## config.mk

```make
export PLATFORM = sky130hd
export DESIGN_NAME = codec_config_top
export DESIGN_NICKNAME = d
export VERILOG_FILES = /design/src/hdl/codec_pkg.sv /design/src/hdl/i2c_pkg.sv /design/src/hdl/codec_config_top.sv /design/src/hdl/codec_initializer.sv /design/src/hdl/i2c_frame_tx.sv
export VERILOG_INCLUDE_DIRS = /design/src /design/src/hdl
export SDC_FILE = /design/constraint.sdc
export NUM_CORES = 1
export LEC_CHECK = 0
export ABC_CLOCK_PERIOD_IN_PS = 4300
export BUFFER_PORTS_ARGS = -buffer_cell sky130_fd_sc_hd__buf_4
export CAP_MARGIN = 20
export CELL_PAD_IN_SITES_DETAIL_PLACEMENT = 1
export CELL_PAD_IN_SITES_GLOBAL_PLACEMENT = 2
export CORE_MARGIN = 4
export CORE_UTILIZATION = 35
export CTS_CLUSTER_DIAMETER = 80
export CTS_CLUSTER_SIZE = 28
export DETAILED_ROUTE_END_ITERATION = 8
export HOLD_SLACK_MARGIN = 0.06
export PLACE_DENSITY_LB_ADDON = 0.15
export SETUP_SLACK_MARGIN = 0.1
export SLEW_MARGIN = 20
export SYNTH_ARGS = -nofsm -noshare
export SYNTH_HDL_FRONTEND = slang
export SYNTH_SLANG_ARGS = --single-unit
```

## constraint.sdc

```tcl
create_clock -name i_clk -period 4.3 [get_ports i_clk]
set_clock_uncertainty 0.1 [all_clocks]
set_input_delay 0 -clock i_clk [delete_from_list [all_inputs] [get_ports i_clk]]
set_output_delay 0 -clock i_clk [all_outputs]
set_load 0.02 [all_outputs]
```

## src/hdl/codec_init_defs.svh

```systemverilog
`ifndef CODEC_INIT_DEFS_SVH
`define CODEC_INIT_DEFS_SVH

// bus timing
// clock cycles per quarter of an SCL period
`define I2C_QUARTER 4

// command table
`define CODEC_NUM_CMDS 11

// attempts per command before the sequence gives up
`define CODEC_RETRY_LIMIT 3

// codec slave address, CSB tied low
`define CODEC_DEV_ADDR 7'b0011010

`endif
```

## src/hdl/codec_pkg.sv

```systemverilog
`include "codec_init_defs.svh"

package codec_pkg;

    // one register write, sent MSB first as three bytes
    typedef struct packed {
        logic [6:0] dev_addr;  // 7-bit slave address
        logic       rw;        // 0 for write
        logic [6:0] reg_addr;
        logic [8:0] reg_data;
    } codec_cmd_t;

    typedef logic [3:0] codec_cmd_idx_t;

    function automatic codec_cmd_t codec_write(logic [6:0] reg_addr, logic [8:0] reg_data);
        codec_cmd_t cmd;
        cmd.dev_addr = `CODEC_DEV_ADDR;
        cmd.rw       = 1'b0;
        cmd.reg_addr = reg_addr;
        cmd.reg_data = reg_data;
        return cmd;
    endfunction

    // bring-up sequence, sent in index order
    localparam codec_cmd_t CODEC_INIT_TABLE [`CODEC_NUM_CMDS] = '{
        codec_write(7'h00, 9'h097),  // left line in
        codec_write(7'h01, 9'h097),  // right line in
        codec_write(7'h02, 9'h079),  // left headphone out
        codec_write(7'h03, 9'h079),  // right headphone out
        codec_write(7'h04, 9'h015),  // analogue path, dac selected
        codec_write(7'h05, 9'h000),  // digital path
        codec_write(7'h06, 9'h000),  // power down, all on
        codec_write(7'h07, 9'h042),  // interface format, master, i2s
        codec_write(7'h08, 9'h019),  // sampling control
        codec_write(7'h09, 9'h001),  // activate interface
        codec_write(7'h0F, 9'h000)   // reset register
    };

endpackage

```

## src/hdl/i2c_pkg.sv

```systemverilog
package i2c_pkg;

    // frame transmitter phases
    typedef enum logic [2:0] {
        I2C_IDLE,   // lines released, waiting for a request
        I2C_START,  // two quarters: SDA falls while SCL high
        I2C_BIT,    // one data bit, four quarters
        I2C_ACK,    // slave acknowledge slot
        I2C_STOP,   // SDA rises while SCL high
        I2C_DONE    // ack raised, waiting for req to drop
    } i2c_phase_t;

    // device address byte plus two payload bytes
    localparam int I2C_FRAME_BYTES = 3;

    // bit position within a byte, counts down from 7
    typedef logic [2:0] i2c_bit_cnt_t;

    // byte position within a frame
    typedef logic [1:0] i2c_byte_cnt_t;

endpackage

```

## src/hdl/codec_config_top.sv

```systemverilog
`timescale 1ns/1ps

module codec_config_top
    import codec_pkg::*;
(
    input  logic i_clk,
    input  logic i_rst_n,
    input  logic i_start,
    input  logic i_sda,     // resolved SDA line
    output logic o_scl_oe,  // high pulls SCL low
    output logic o_sda_oe,  // high pulls SDA low
    output logic o_busy,
    output logic o_done,
    output logic o_error
);

    logic       req;
    logic       ack;
    logic       nack;
    codec_cmd_t cmd;

    codec_initializer u_init (
        .i_clk   (i_clk),
        .i_rst_n (i_rst_n),
        .i_start (i_start),
        .i_ack   (ack),
        .i_nack  (nack),
        .o_req   (req),
        .o_cmd   (cmd),
        .o_busy  (o_busy),
        .o_done  (o_done),
        .o_error (o_error)
    );

    i2c_frame_tx u_tx (
        .i_clk    (i_clk),
        .i_rst_n  (i_rst_n),
        .i_req    (req),
        .i_cmd    (cmd),
        .i_sda    (i_sda),
        .o_ack    (ack),
        .o_nack   (nack),
        .o_scl_oe (o_scl_oe),
        .o_sda_oe (o_sda_oe)
    );

endmodule

```

## src/hdl/codec_initializer.sv

```systemverilog
`timescale 1ns/1ps
`include "codec_init_defs.svh"

module codec_initializer
    import codec_pkg::*;
(
    input  logic       i_clk,
    input  logic       i_rst_n,
    input  logic       i_start,
    input  logic       i_ack,
    input  logic       i_nack,
    output logic       o_req,
    output codec_cmd_t o_cmd,
    output logic       o_busy,
    output logic       o_done,
    output logic       o_error
);

    localparam int TRY_W = $clog2(`CODEC_RETRY_LIMIT + 1);
    localparam logic [TRY_W-1:0] TRY_LIMIT = TRY_W'(`CODEC_RETRY_LIMIT);
    localparam codec_cmd_idx_t LAST_IDX = codec_cmd_idx_t'(`CODEC_NUM_CMDS - 1);

    typedef enum logic [1:0] {
        ST_IDLE,
        ST_REQ,   // request held until the frame is acknowledged
        ST_WAIT   // request dropped, waiting for ack to fall
    } init_state_t;

    init_state_t      state_r;
    codec_cmd_idx_t   idx_r;
    logic [TRY_W-1:0] fail_r;     // failed attempts on the current command
    logic [TRY_W-1:0] fail_next;

    assign fail_next = fail_r + 1'b1;
    assign o_cmd     = CODEC_INIT_TABLE[idx_r];
    assign o_req     = (state_r == ST_REQ);
    assign o_busy    = (state_r != ST_IDLE);

    always_ff @(posedge i_clk or negedge i_rst_n) begin
        if (!i_rst_n) begin
            state_r <= ST_IDLE;
            idx_r   <= '0;
            fail_r  <= '0;
            o_done  <= 1'b0;
            o_error <= 1'b0;
        end else begin
            case (state_r)
                ST_IDLE: begin
                    if (i_start) begin
                        state_r <= ST_REQ;
                        idx_r   <= '0;
                        fail_r  <= '0;
                        o_done  <= 1'b0;  // flags held until a new start
                        o_error <= 1'b0;
                    end
                end
                ST_REQ: begin
                    if (i_ack) begin
                        state_r <= ST_WAIT;
                        if (i_nack) begin
                            fail_r <= fail_next;
                            if (fail_next == TRY_LIMIT) begin
                                o_error <= 1'b1;  // give up, rest of table dropped
                            end
                        end else begin
                            fail_r <= '0;
                            if (idx_r == LAST_IDX) begin
                                o_done <= 1'b1;
                            end else begin
                                idx_r <= idx_r + 1'b1;
                            end
                        end
                    end
                end
                ST_WAIT: begin
                    if (!i_ack) begin
                        state_r <= (o_done || o_error) ? ST_IDLE : ST_REQ;
                    end
                end
                default: state_r <= ST_IDLE;
            endcase
        end
    end

endmodule

```

## src/hdl/i2c_frame_tx.sv

```systemverilog
`timescale 1ns/1ps
`include "codec_init_defs.svh"

module i2c_frame_tx
    import i2c_pkg::*;
    import codec_pkg::*;
(
    input  logic       i_clk,
    input  logic       i_rst_n,
    input  logic       i_req,
    input  codec_cmd_t i_cmd,
    input  logic       i_sda,
    output logic       o_ack,
    output logic       o_nack,
    output logic       o_scl_oe,
    output logic       o_sda_oe
);

    localparam int QCNT_W = (`I2C_QUARTER > 1) ? $clog2(`I2C_QUARTER) : 1;
    localparam logic [QCNT_W-1:0] QCNT_LAST = QCNT_W'(`I2C_QUARTER - 1);
    localparam i2c_byte_cnt_t LAST_BYTE = i2c_byte_cnt_t'(I2C_FRAME_BYTES - 1);

    i2c_phase_t         phase_r;
    logic [QCNT_W-1:0]  qcnt_r;      // cycles within a quarter
    logic [1:0]         qtr_r;       // quarter within a bit
    logic               tick;
    i2c_bit_cnt_t       bit_cnt_r;
    i2c_byte_cnt_t      byte_cnt_r;
    logic [23:0]        shift_r;
    logic               nack_r;
    logic               sda_want;
    logic               sda_oe_r;

    assign tick = (qcnt_r == QCNT_LAST);

    // quarter-period divider, parked while idle
    always_ff @(posedge i_clk or negedge i_rst_n) begin
        if (!i_rst_n) begin
            qcnt_r <= '0;
        end else if (phase_r == I2C_IDLE || phase_r == I2C_DONE || tick) begin
            qcnt_r <= '0;
        end else begin
            qcnt_r <= qcnt_r + 1'b1;
        end
    end

    // word latched on accept, shifted after every data bit
    always_ff @(posedge i_clk) begin
        if (phase_r == I2C_IDLE && i_req) begin
            shift_r <= i_cmd;
        end else if (phase_r == I2C_BIT && tick && qtr_r == 2'd3) begin
            shift_r <= {shift_r[22:0], 1'b0};
        end
    end

    always_ff @(posedge i_clk or negedge i_rst_n) begin
        if (!i_rst_n) begin
            phase_r    <= I2C_IDLE;
            qtr_r      <= '0;
            bit_cnt_r  <= '0;
            byte_cnt_r <= '0;
            nack_r     <= 1'b0;
        end else begin
            case (phase_r)
                I2C_IDLE: begin
                    if (i_req) begin
                        phase_r <= I2C_START;
                        qtr_r   <= '0;
                        nack_r  <= 1'b0;
                    end
                end
                I2C_START: begin
                    if (tick) begin
                        if (qtr_r[0]) begin  // both halves done
                            phase_r    <= I2C_BIT;
                            qtr_r      <= '0;
                            bit_cnt_r  <= 3'd7;
                            byte_cnt_r <= '0;
                        end else begin
                            qtr_r <= qtr_r + 2'd1;
                        end
                    end
                end
                I2C_BIT: begin
                    if (tick) begin
                        qtr_r <= qtr_r + 2'd1;
                        if (qtr_r == 2'd3) begin
                            if (bit_cnt_r == '0) begin
                                phase_r <= I2C_ACK;
                            end else begin
                                bit_cnt_r <= bit_cnt_r - 1'b1;
                            end
                        end
                    end
                end
                I2C_ACK: begin
                    if (tick) begin
                        qtr_r <= qtr_r + 2'd1;
                        if (qtr_r == 2'd1 && i_sda) begin
                            nack_r <= 1'b1;  // line left high by slave
                        end
                        if (qtr_r == 2'd3) begin
                            if (nack_r || byte_cnt_r == LAST_BYTE) begin
                                phase_r <= I2C_STOP;  // refused bytes skip the rest
                            end else begin
                                phase_r    <= I2C_BIT;
                                byte_cnt_r <= byte_cnt_r + 1'b1;
                                bit_cnt_r  <= 3'd7;
                            end
                        end
                    end
                end
                I2C_STOP: begin
                    if (tick) begin
                        qtr_r <= qtr_r + 2'd1;
                        if (qtr_r == 2'd3) begin
                            phase_r <= I2C_DONE;
                        end
                    end
                end
                I2C_DONE: begin
                    if (!i_req) begin
                        phase_r <= I2C_IDLE;
                    end
                end
                default: phase_r <= I2C_IDLE;
            endcase
        end
    end

    // SCL low in quarters 0 and 3 of a bit
    always_comb begin
        o_scl_oe = 1'b0;
        sda_want = 1'b0;
        case (phase_r)
            I2C_START: sda_want = qtr_r[0];
            I2C_BIT: begin
                o_scl_oe = (qtr_r == 2'd0) || (qtr_r == 2'd3);
                sda_want = ~shift_r[23];
            end
            I2C_ACK:  o_scl_oe = (qtr_r == 2'd0) || (qtr_r == 2'd3);  // SDA released
            I2C_STOP: begin
                o_scl_oe = (qtr_r == 2'd0);
                sda_want = (qtr_r <= 2'd1);  // released in quarter 2 while SCL high
            end
            default: ;
        endcase
    end

    // one cycle behind SCL so data never moves on an SCL edge
    always_ff @(posedge i_clk or negedge i_rst_n) begin
        if (!i_rst_n) begin
            sda_oe_r <= 1'b0;
        end else begin
            sda_oe_r <= sda_want;
        end
    end

    assign o_sda_oe = sda_oe_r;
    assign o_ack    = (phase_r == I2C_DONE);
    assign o_nack   = nack_r;

endmodule

```

==> results of run 1 <==
[worst max-delay path, stage by stage, from the launching register on]
cell and delay, ns:
dfrtp_1 0.41, nand2b_1 0.40, or4_4 0.72, o31ai_4 0.22, buf_6 0.26
[cells by family after synthesis]
| logic type | after synthesis |
|---|---|
| adder cells (fa/ha/maj) | 13 |
| AO/OA/AOI/OAI | 52 |
| multiplexers | 12 |
| AND/OR/NAND/NOR | 81 |
| buffers and inverters | 27 |
| flip-flops | 48 |
[flip-flops by register name, summed over array words and instances, names as in the netlist]
signal / flops
u_init.fail_r: 2
u_init.idx_r: 4
u_init.o_done: 1
u_init.o_error: 1
u_init.state_r: 2
u_tx.bit_cnt_r: 3
u_tx.byte_cnt_r: 2
u_tx.o_nack: 1
u_tx.o_sda_oe: 1
u_tx.phase_r: 3
u_tx.qcnt_r: 2
u_tx.qtr_r: 2
u_tx.shift_r: 24
[stage by stage]
step	hold slack (ns)	cell area, µm²
4_1_cts	0.349	2840
5_1_grt	0.392	2850
3_5_place_dp	-0.169	2670
2_1_floorplan	-0.396	2560
6_report	0.350	2850
3_3_place_gp	-0.168	2670
[synthesized netlist by cell type, types with 3 or more instances]
cell type and instances:
ha_1 13, a31oi_1 4, nor3b_1 4, mux2_2 8, buf_6 4, dfrtp_1 24, nand2_1 27, nor2_1 14
a22o_1 3, inv_1 12, mux2i_1 4, nand3_1 4, o31ai_1 4, buf_2 3, o21ai_0 14, clkbuf_1 8
a21oi_1 6, nand2b_1 8, and2_1 10, edfxtp_1 24
[timing repair]
action / CTS / global route
hold buffers: 5 / 0
gates resized for setup: 0 / 0
hold endpoints to repair: 26 / 0
[report_power, final]
group	leakage [nW]	internal, W	switching [W]
combinational	0.575	0.00000698	0.00000693
sequential	0.495	0.000479	0.000000352
clock	0.0552	0.000173	0.000151
total	1.13	0.000659	0.000158
[layout make-up]
class	instances	share of cell area
clock buffers	6	0.0255
multi-input cells	158	0.394
flip-flops and latches	48	0.464
repair buffers	14	0.0462
inverters	12	0.0158
well taps	96	0.0422
clock inverters	2	0.0123
[routing by layer]
metal,vias to the layer above,part of all wire,global-route usage,wire (µm)
li1,850,-,-,-
met1,846,0.51,0.178,2540
met2,8,0.46,0.195,2300
met3,5,0.017,0.0249,83
met4,0,0.015,0.0433,77
met5,-,0,0,0
[path summary, 6_finish.rpt]
kind,start,to
worst max register to register,u_init.state_r[1],u_tx.shift_r[0]
min in group asynchronous,i_rst_n,u_init.o_done
worst min register to register,u_tx.qcnt_r[0],u_tx.qcnt_r[0]
worst max-delay path,u_init.state_r[1],u_tx.shift_r[0]
worst min-delay path,u_tx.qcnt_r[0],u_tx.qcnt_r[0]
max in group asynchronous,i_rst_n,u_tx.bit_cnt_r[0]
[cells in the final DEF (no fill, tap or decap), types with 2 or more instances in the layout]
| master | n |
|---|---|
| mux2i_1 | 4 |
| nand4_1 | 2 |
| o41ai_1 | 2 |
| nand3_1 | 4 |
| o31ai_2 | 2 |
| inv_1 | 12 |
| a31oi_1 | 4 |
| a22o_1 | 3 |
| nor2b_1 | 2 |
| nand3b_1 | 2 |
| nor3b_1 | 4 |
| nand2_1 | 27 |
| nand2b_1 | 8 |
| o21ai_0 | 14 |
| a21oi_1 | 6 |
| nor3_1 | 2 |
| ha_1 | 13 |
| dlygate4sd3_1 | 4 |
| dfrtp_1 | 24 |
| and2_1 | 10 |
| mux2_2 | 8 |
| buf_4 | 8 |
| o31ai_1 | 3 |
| a41o_1 | 2 |
| clkbuf_8 | 5 |
| edfxtp_1 | 24 |
| nor2_1 | 14 |
==> out/results.txt, run 1 <==
Syn nets: 250
Area leader, netlist: edfxtp_1
Power Dens Cells: 287 mW/mm²
Layout cell share with drive strength beyond 1: 0.142
Number of iterations in the first detailed-routing pass: 4
Syn_area_per_cell: 11.0 µm²
Largest family of logic cells by synthesized area: simple AND/OR/NAND/NOR gates
Gpl congestion: 0.691
Seq. cell area: 0.00132 mm²
Yosys warns: 0
Die Width: 93.6 µm
DP HPWL: 3360 µm
Worst min path class: reg2reg
Startpoint types: flop
Fin. max-slew vios: 0
Max FO, Critical Path: 36
Num CTS Buffers: 5
Setup CP Type: reg2reg
Total die area: 0.00876 mm²
Mux share of post-synthesis cell area: 0.0508
PortBufs: 8
Async SR Flop Fraction: 0.500
Top cells by area, synth: edfxtp_1 28%, dfrtp_1 23%, ha_1 6.3%, nand2_1 4.0%, mux2_2 3.5%
Slew headroom: 0.622
Antenna Cells: 0
Final setup viols: 0
Share of the yosys chip area belonging to registers: 0.515
Post-route non-filler standard cell count: 336
H-tree Lvls: 2
Final hold violation count: 0
Run status: finished, final reports clean
VDD IR max: 0.000105 V
Flops & latches, synth: 48
Simple-Gate Fraction of Synth Area: 0.162
Clock sinks: 48
Post-synth top area share: 0.281
Tightest Pin Transition: 0.561 ns
Fin crit period: 2.43 ns
Xor/xnor share of the synthesized area: 0
Synth Area in Compound Gates: 0.156
Final worst slack: 1.87 ns
Post-Route WL: 5000 µm
Initial antenna violation count: 0
Core ar.: 0.00694 mm²
Pre-CTS WS: 1.85 ns
DIE HEIGHT: 93.6 µm
CTS clock-pin slew for the worst setup and hold paths: 0.09 ns
Largest net degree at the start of global routing: 37
Leakage: 1.13 nW
1st-iter DRT viols: 41
Core Util, Final: 0.410
Library cells used by synthesis: 48
Layout Nets: 256
Power Total: 0.000816 W
DRC violations left: 0
FMAX: 411 MHz
P&R area growth vs syn: 11.0%
Congestion Overflow GR: 0
Maximum clock path buffer count: 2
CP required: 4.20 ns
Total GRT Usage: 0.127
Vias: 1,709
DR WL/cell: 14.9 µm
R2R cell count: 4
RSZ-0062 raised after global routing: no
Worst EP arrival: 2.33 ns
Via count of the first global-routing pass: 1,720
CTS tree: done
Setup tns final: 0 ns
I/O Pins: 9
Hold path cells: 1
Fillers: 779
Initial core utilization: 0.369
Area of the multi-input gates: 0.00112 mm²
Placed cell count: 322
Post-Synth Adder-Cell Area: 0.0634
Clk Latency, worst-skew pair: 0.30 ns
Rows: 30
Worst R2R Setup Slack: 1.87 ns
Root buffer cell: clkbuf_8
Cell area after synthesis: 0.00256 mm²
Critical Path End Type: flop
DR vias/cell: 5.09
Cell count after synthesis: 233
Post-CTS setup buffer count: 0
Number of flops mapped to enable cells by yosys: 24
Top_reg_cell synth: edfxtp_1
Maxcap violations: 0
Final worst path period share: 0.565
First-pass GRT wire length: 8680 µm
Remaining antenna violation count: 0
Power figures use the tool's default switching activity.
==> run 2: changes to the inputs <==
Settings changed: ABC_AREA set to 1, ABC_CLOCK_PERIOD_IN_PS 4300 to 2500.
Clock period 4.3 ns to 2.5 ns, I/O delays scaled along.
==> out/results.txt, run 2 <==
Initial antenna violation count: 0 (unchanged)
Top cells by area, synth: edfxtp_1 28%, dfrtp_1 24%, nand2_1 11%, ha_1 6.4%, inv_1 5.3%
Startpoint types: flop
Top Registers: u_tx.shift_r x24, u_init.idx_r x4
CTS tree: done
Core ar.: 0.00694 mm² (unchanged)
Worst Hold Slack: 0.348 ns (-0.00132 ns)
Final worst path period share: 0.781 (+0.216)
Cell count after synthesis: 291 (+25%)
Top_reg_cell synth: edfxtp_1
Number of flops mapped to enable cells by yosys: 24 (unchanged)
VDD IR max: 0.000233 V (+120%)
CP required: 2.39 ns (-1.81 ns)
Total die area: 0.00873 mm² (-0.35%)
Power Total: 0.00144 W (+76%)
Maximum clock path buffer count: 2 (unchanged)
Largest net degree at the start of global routing: 25 (-32%)
H-tree Lvls: 2 (unchanged)
Power Dens Cells: 496 mW/mm² (+73%)
Largest register FFs: 24 (unchanged)
Number of iterations in the first detailed-routing pass: 4 (unchanged)
DIE HEIGHT: 93.4 µm (-0.18%)
Async SR Flop Fraction: 0.500 (unchanged)
Post-synth top area share: 0.282 (+0.00110)
Setup tns final: 0 ns (unchanged)
Met3 Track Usage GR: 0.0282 (+0.00322)
Switching Power: 0.000305 W (+93%)
Leading cell types in the layout, fill and taps excluded: 77 x nand2_1, 36 x inv_1, 31 x nor2_1
Final setup viols: 0 (unchanged)
Syn_area_per_cell: 8.78 µm² (-20%)
Met2 GRT Util: 0.202 (+0.00715)
Yosys warns: 0 (unchanged)
Syn nets: 308 (+23%)
Gpl congestion: 0.735 (+6.3%)
FMAX: 512 MHz (+24%)
Final hold violation count: 0 (unchanged)
Vias: 1,882 (+10%)
Fin. max-slew vios: 0 (unchanged)
Cell area after synthesis: 0.00255 mm² (-0.39%)
Worst min path class: reg2reg
Critical Path End Type: flop
Antenna Cells: 0 (unchanged)
Leakage: 1.37 nW (+22%)
CTS resizes: 0 (unchanged)
Post-Route WL: 5620 µm (+12%)
Root buffer cell: clkbuf_8
Max FO, Critical Path: 24 (-33%)
Worst EP arrival: 1.84 ns (-0.49 ns)
Fillers: 835 (+7.2%)
Logic pwr share: 0.013 (-0.004)
DR vias/cell: 4.62 (-9.1%)
Rows: 30 (unchanged)
Biggest register: u_tx.shift_r
CTS clock-pin slew for the worst setup and hold paths: 0.10 ns (about the same)
Sw Share: 0.212 (+0.0187)
Maxcap violations: 0 (unchanged)
Final worst slack: 0.546 ns (-1.32 ns)
Slew headroom: 0.690 (+0.0674)
Post-CTS setup buffer count: 0 (unchanged)
Clock sinks: 48 (unchanged)
Via count of the first global-routing pass: 1,891 (+9.9%)
Die Width: 93.4 µm (-0.18%)
1st-iter DRT viols: 50 (+22%)
Fin crit period: 1.95 ns (-0.478 ns)
Layout cell share with drive strength beyond 1: 0.145 (+0.00303)
Library cells used by synthesis: 31 (-35%)
Share of the yosys chip area belonging to registers: 0.517 (+0.00202)
I/O Pins: 9 (unchanged)
Num CTS Buffers: 5 (unchanged)
Flops & latches, synth: 48 (unchanged)
Cell with the most instances after synthesis: nand2_1
Initial core utilization: 0.368 (-0.00144)
GR Layer Usage met1: 0.210 (+0.0321)
Congestion Overflow GR: 0 (unchanged)
Gr busiest metal: met1
RSZ-0062 raised after global routing: no
DRC violations left: 0 (unchanged)
Layout Nets: 327 (+28%)
Internal: 0.00113 W (+72%)
Seq pwr share: 0.572 (-0.015)
DR WL/cell: 13.8 µm (-7.3%)
Tightest Pin Transition: 0.464 ns (-0.0967 ns)
First-pass GRT wire length: 9600 µm (+11%)
Clk network pwr share: 0.415 (+0.019)
Most common cell after layout, fill and taps aside: nand2_1
Pre-CTS WS: 0.537 ns (-1.32 ns)
PortBufs: 8 (unchanged)
Post-synth top cells: 77 x nand2_1, 36 x inv_1, 31 x nor2_1
DP HPWL: 4060 µm (+21%)
Setup CP Type: reg2reg
P&R area growth vs syn: 13.6%
Total GRT Usage: 0.139 (+0.0129)
Run status: finished, final reports clean
Remaining antenna violation count: 0 (unchanged)
Area leader, netlist: edfxtp_1
Clk Latency, worst-skew pair: 0.31 ns (about the same)
==> run 2: cell types whose count changed in the layout (fill, tap and decap cells not counted), moves of 8 or more <==
cell / change
mux2_2: -8
nand2b_1: -8
and2_1: -10
nand3_1: +20
inv_1: +24
nor2_1: +17
nand2_1: +50
==> run 2: cell families (layout without fill, tap and decap cells) <==
kind of cell	Yosys count	in the layout	synth area share
AOI/OAI and AO/OA	30	30	0.0696
and+or+nand+nor	155	155	0.275
buffers and inverters	43	63	0.0671
xor gates and xnor gates	2	2	0.00686
DFF	48	48	0.517
adders and majority gates	13	13	0.0637
==> run 2: final timing paths <==
| kind | startpoint | endpoint | slack (ns) | cells after the start |
|---|---|---|---|---|
| setup / recovery | u_tx.phase_r[1] | u_tx.shift_r[3] | 0.55 | 5 |
| hold / removal | u_tx.qcnt_r[0] | u_tx.qcnt_r[0] | 0.35 | 1 |
| setup reg to reg | u_tx.phase_r[1] | u_tx.shift_r[3] | 0.55 | 5 |
| hold reg to reg | u_tx.qcnt_r[0] | u_tx.qcnt_r[0] | 0.35 | 1 |
| max in group asynchronous | i_rst_n | u_init.o_done | 0.60 | 4 |
| min in group asynchronous | i_rst_n | u_tx.o_nack | 0.55 | 3 |
==> run 2: per-layer routing <==
layer  part of all wire  up-vias  wire (µm)
met5                  0        -          0
met1               0.54      880       3040
met4              0.011        0         61
met3              0.024        5        132
met2               0.42       20       2380
li1                   -      977          -
==> run 2: critical path: stages, from the launching register on <==
cell and delay, ns:
dfrtp_1 0.54, nand2_1 0.14, nor2_1 0.30, inv_1 0.13, o21ai_2 0.12, buf_4 0.30
==> run 2: timing repair <==
action                                 CTS  global route
endpoints found under the hold margin   27             0
setup endpoints to repair                0             0
hold buffers                             5             0
==> run 2: cell type report <==
cell class              count  area [µm²]  area share
repair buffers             16         133      0.0457
flip-flops and latches     48        1320       0.456
well taps                  96         120      0.0414
clock buffers               5        68.8      0.0237
clock inverters             3        46.3      0.0160
inverters                  39         146      0.0505
multi-input cells         200        1060       0.367
==> run 2: power groups by stage <==
stage	combinational [W]	sequential (W)	clock, W
floorplan	0.00000000107	0.000840	0
global placement	0.0000134	0.000840	0
detailed placement	0.0000134	0.000840	0
CTS	0.0000197	0.000823	0.000619
global route	0.0000213	0.000823	0.000650
finish	0.0000188	0.000823	0.000596
==> run 2: through the flow <==
stage               instances   util  area, µm²
floorplan                 291      -       2560
global placement          394  0.394       2740
detailed placement        394  0.394       2740
CTS                       407  0.418       2900
global route              407  0.418       2900
finish                    407  0.418       2900
==> run 3: changes to the inputs <==
Settings changed: ABC_CLOCK_PERIOD_IN_PS 2500 to 1800.
Clock period 2.5 ns to 1.8 ns, I/O delays scaled along.
==> out/results.txt, run 3 (synthesis gave the netlist of run 2 again) <==
Run status: finished, final reports clean
Worst min path class: reg2reg
Initial core utilization: 0.368 (unchanged)
Worst EP arrival: 1.52 ns (-0.32 ns)
Number of iterations in the first detailed-routing pass: 4 (unchanged)
I/O Pins: 9 (unchanged)
Congestion Overflow GR: 0 (unchanged)
Setup CP Type: reg2out
VDD IR max: 0.000290 V (+25%)
P&R area growth vs syn: 20.8%
CP required: 1.70 ns (-0.69 ns)
Maximum clock path buffer count: 2 (unchanged)
Most common cell after layout, fill and taps aside: nand2_1
Die Width: 93.4 µm (unchanged)
Vias: 1,975 (+4.9%)
CTS tree: done
Total GRT Usage: 0.146 (+0.00618)
Seq. cell area: 0.00133 mm² (+0.28%)
DR vias/cell: 4.71 (+1.9%)
Total die area: 0.00873 mm² (unchanged)
Final hold violation count: 0 (unchanged)
CTS clock-pin slew for the worst setup and hold paths: 0.09 ns (about the same)
Remaining antenna violation count: 0 (unchanged)
Layout Nets: 339 (+3.7%)
Rows: 30 (unchanged)
Leakage: 1.45 nW (+5.6%)
Area of the multi-input gates: 0.00111 mm² (+4.0%)
Fin area: 0.00309 mm² (+6.4%)
Post-route non-filler standard cell count: 419 (+2.9%)
Fillers: 848 (+1.6%)
FMAX: 616 MHz
Startpoint types: flop
Worst Hold Slack: 0.336 ns (-0.0125 ns)
Clk Latency, worst-skew pair: 0.31 ns (about the same)
Pre-CTS WS: 0.0477 ns (-0.489 ns)
Largest net degree at the start of global routing: 25 (unchanged)
Gpl congestion: 0.755 (+2.7%)
Via count of the first global-routing pass: 2,028 (+7.2%)
Critical Path End Type: primary output
PortBufs: 8 (unchanged)
Leading cell types in the layout, fill and taps excluded: 75 x nand2_1, 34 x inv_1, 28 x nor2_1
Num CTS Buffers: 5 (unchanged)
Fin crit period: 1.62 ns
Tightest Pin Transition: 0.346 ns (-0.118 ns)
H-tree Lvls: 2 (unchanged)
Top Registers: u_tx.shift_r x24, u_init.idx_r x4
Maxcap violations: 0 (unchanged)
Clock sinks: 48 (unchanged)
Placement Cell Area: 0.00284 mm² (+3.8%)
1st-iter DRT viols: 81 (+62%)
Final setup viols: 0 (unchanged)
Biggest register: u_tx.shift_r
Final worst slack: 0.176 ns (-0.370 ns)
Antenna Cells: 0 (unchanged)
RSZ-0062 raised after global routing: yes
DIE HEIGHT: 93.4 µm (unchanged)
Final worst path period share: 0.902
Fin. max-slew vios: 0 (unchanged)
Max FO, Critical Path: 3 (-88%)
DP HPWL: 4290 µm (+5.7%)
Post-Route WL: 5820 µm (+3.6%)
Layout cell share with drive strength beyond 1: 0.211 (+0.0658)
DR WL/cell: 13.9 µm (+0.67%)
First-pass GRT wire length: 9980 µm (+4.0%)
DRC violations left: 0 (unchanged)
Root buffer cell: clkbuf_8
Slew headroom: 0.769 (+0.0797)
R2R cell count: 6 (+1)
Worst R2R Setup Slack: 0.19 ns (-0.36 ns)
Power Dens Cells: 686 mW/mm² (+38%)
Placed cell count: 402 (+2.0%)
Hold path cells: 1 (unchanged)
Initial antenna violation count: 0 (unchanged)
Largest register FFs: 24 (unchanged)
Core ar.: 0.00694 mm² (unchanged)
[run 3: cell types whose count changed in the layout (fill, tap and decap cells not counted), sizes merged]
cell / previous run / this run
bufinv: 1 / 2
inv: 40 / 39
dlygate4sd3: 5 / 4
buf: 11 / 24
[run 3: stage by stage]
stage	total power, W	TNS [ns]	util
2_1_floorplan	0.00117	-0.474	-
3_3_place_gp	0.00118	0	0.409
3_5_place_dp	0.00118	0	0.409
4_1_cts	0.00216	0	0.435
5_1_grt	0.00221	0	0.444
6_report	0.00212	0	0.444
[run 3: timing repair]
| item | CTS | global route |
|---|---|---|
| endpoints found under the hold margin | 27 | 0 |
| buffers inserted | 0 | 5 |
| pin swaps | 0 | 1 |
| endpoints found under the setup margin | 3 | 39 |
| gates resized for setup | 3 | 9 |
| hold buffers | 4 | 0 |
[run 3: metal layers]
metal | wire length [µm] | global-route usage | vias to the layer above
met2 | 2690 | 0.232 | 18
met4 | 70 | 0.0452 | 0
met1 | 2890 | 0.199 | 954
li1 | - | - | 997
met3 | 160 | 0.0290 | 6
met5 | 0 | 0 | -
[run 3: worst max-delay path, cell delays in order, from the launching register on]
cell	delay, ns
dfrtp_1	0.36
buf_4	0.14
clkinvlp_4	0.09
ha_1	0.31
o21ai_1	0.16
buf_4	0.16
[run 3: area by class of cell]
type,instances,area share
timing repair buffer,28,0.0795
clock inverter,3,0.0223
inverter,39,0.0487
sequential,48,0.429
clock buffer,5,0.0223
tap,96,0.0389
multi-input combinational,200,0.359
[run 3: power by group]
part / internal, W / switching, W / leakage, nW / total, W
Clock: 0.000559 / 0.000392 / 0.0687 / 0.000952
Combinational: 0.00000980 / 0.0000132 / 0.893 / 0.0000230
Sequential: 0.00114 / 0 / 0.486 / 0.00114
[run 3: path summary, 6_finish.rpt]
path / start / to
min in group asynchronous: i_rst_n / u_tx.o_sda_oe
max: u_tx.qtr_r[0] / o_scl_oe
max in group asynchronous: i_rst_n / u_tx.phase_r[0]
max reg2reg: u_tx.phase_r[1] / u_tx.shift_r[23]
min: u_tx.qcnt_r[0] / u_tx.qcnt_r[0]
min reg2reg: u_tx.qcnt_r[0] / u_tx.qcnt_r[0]
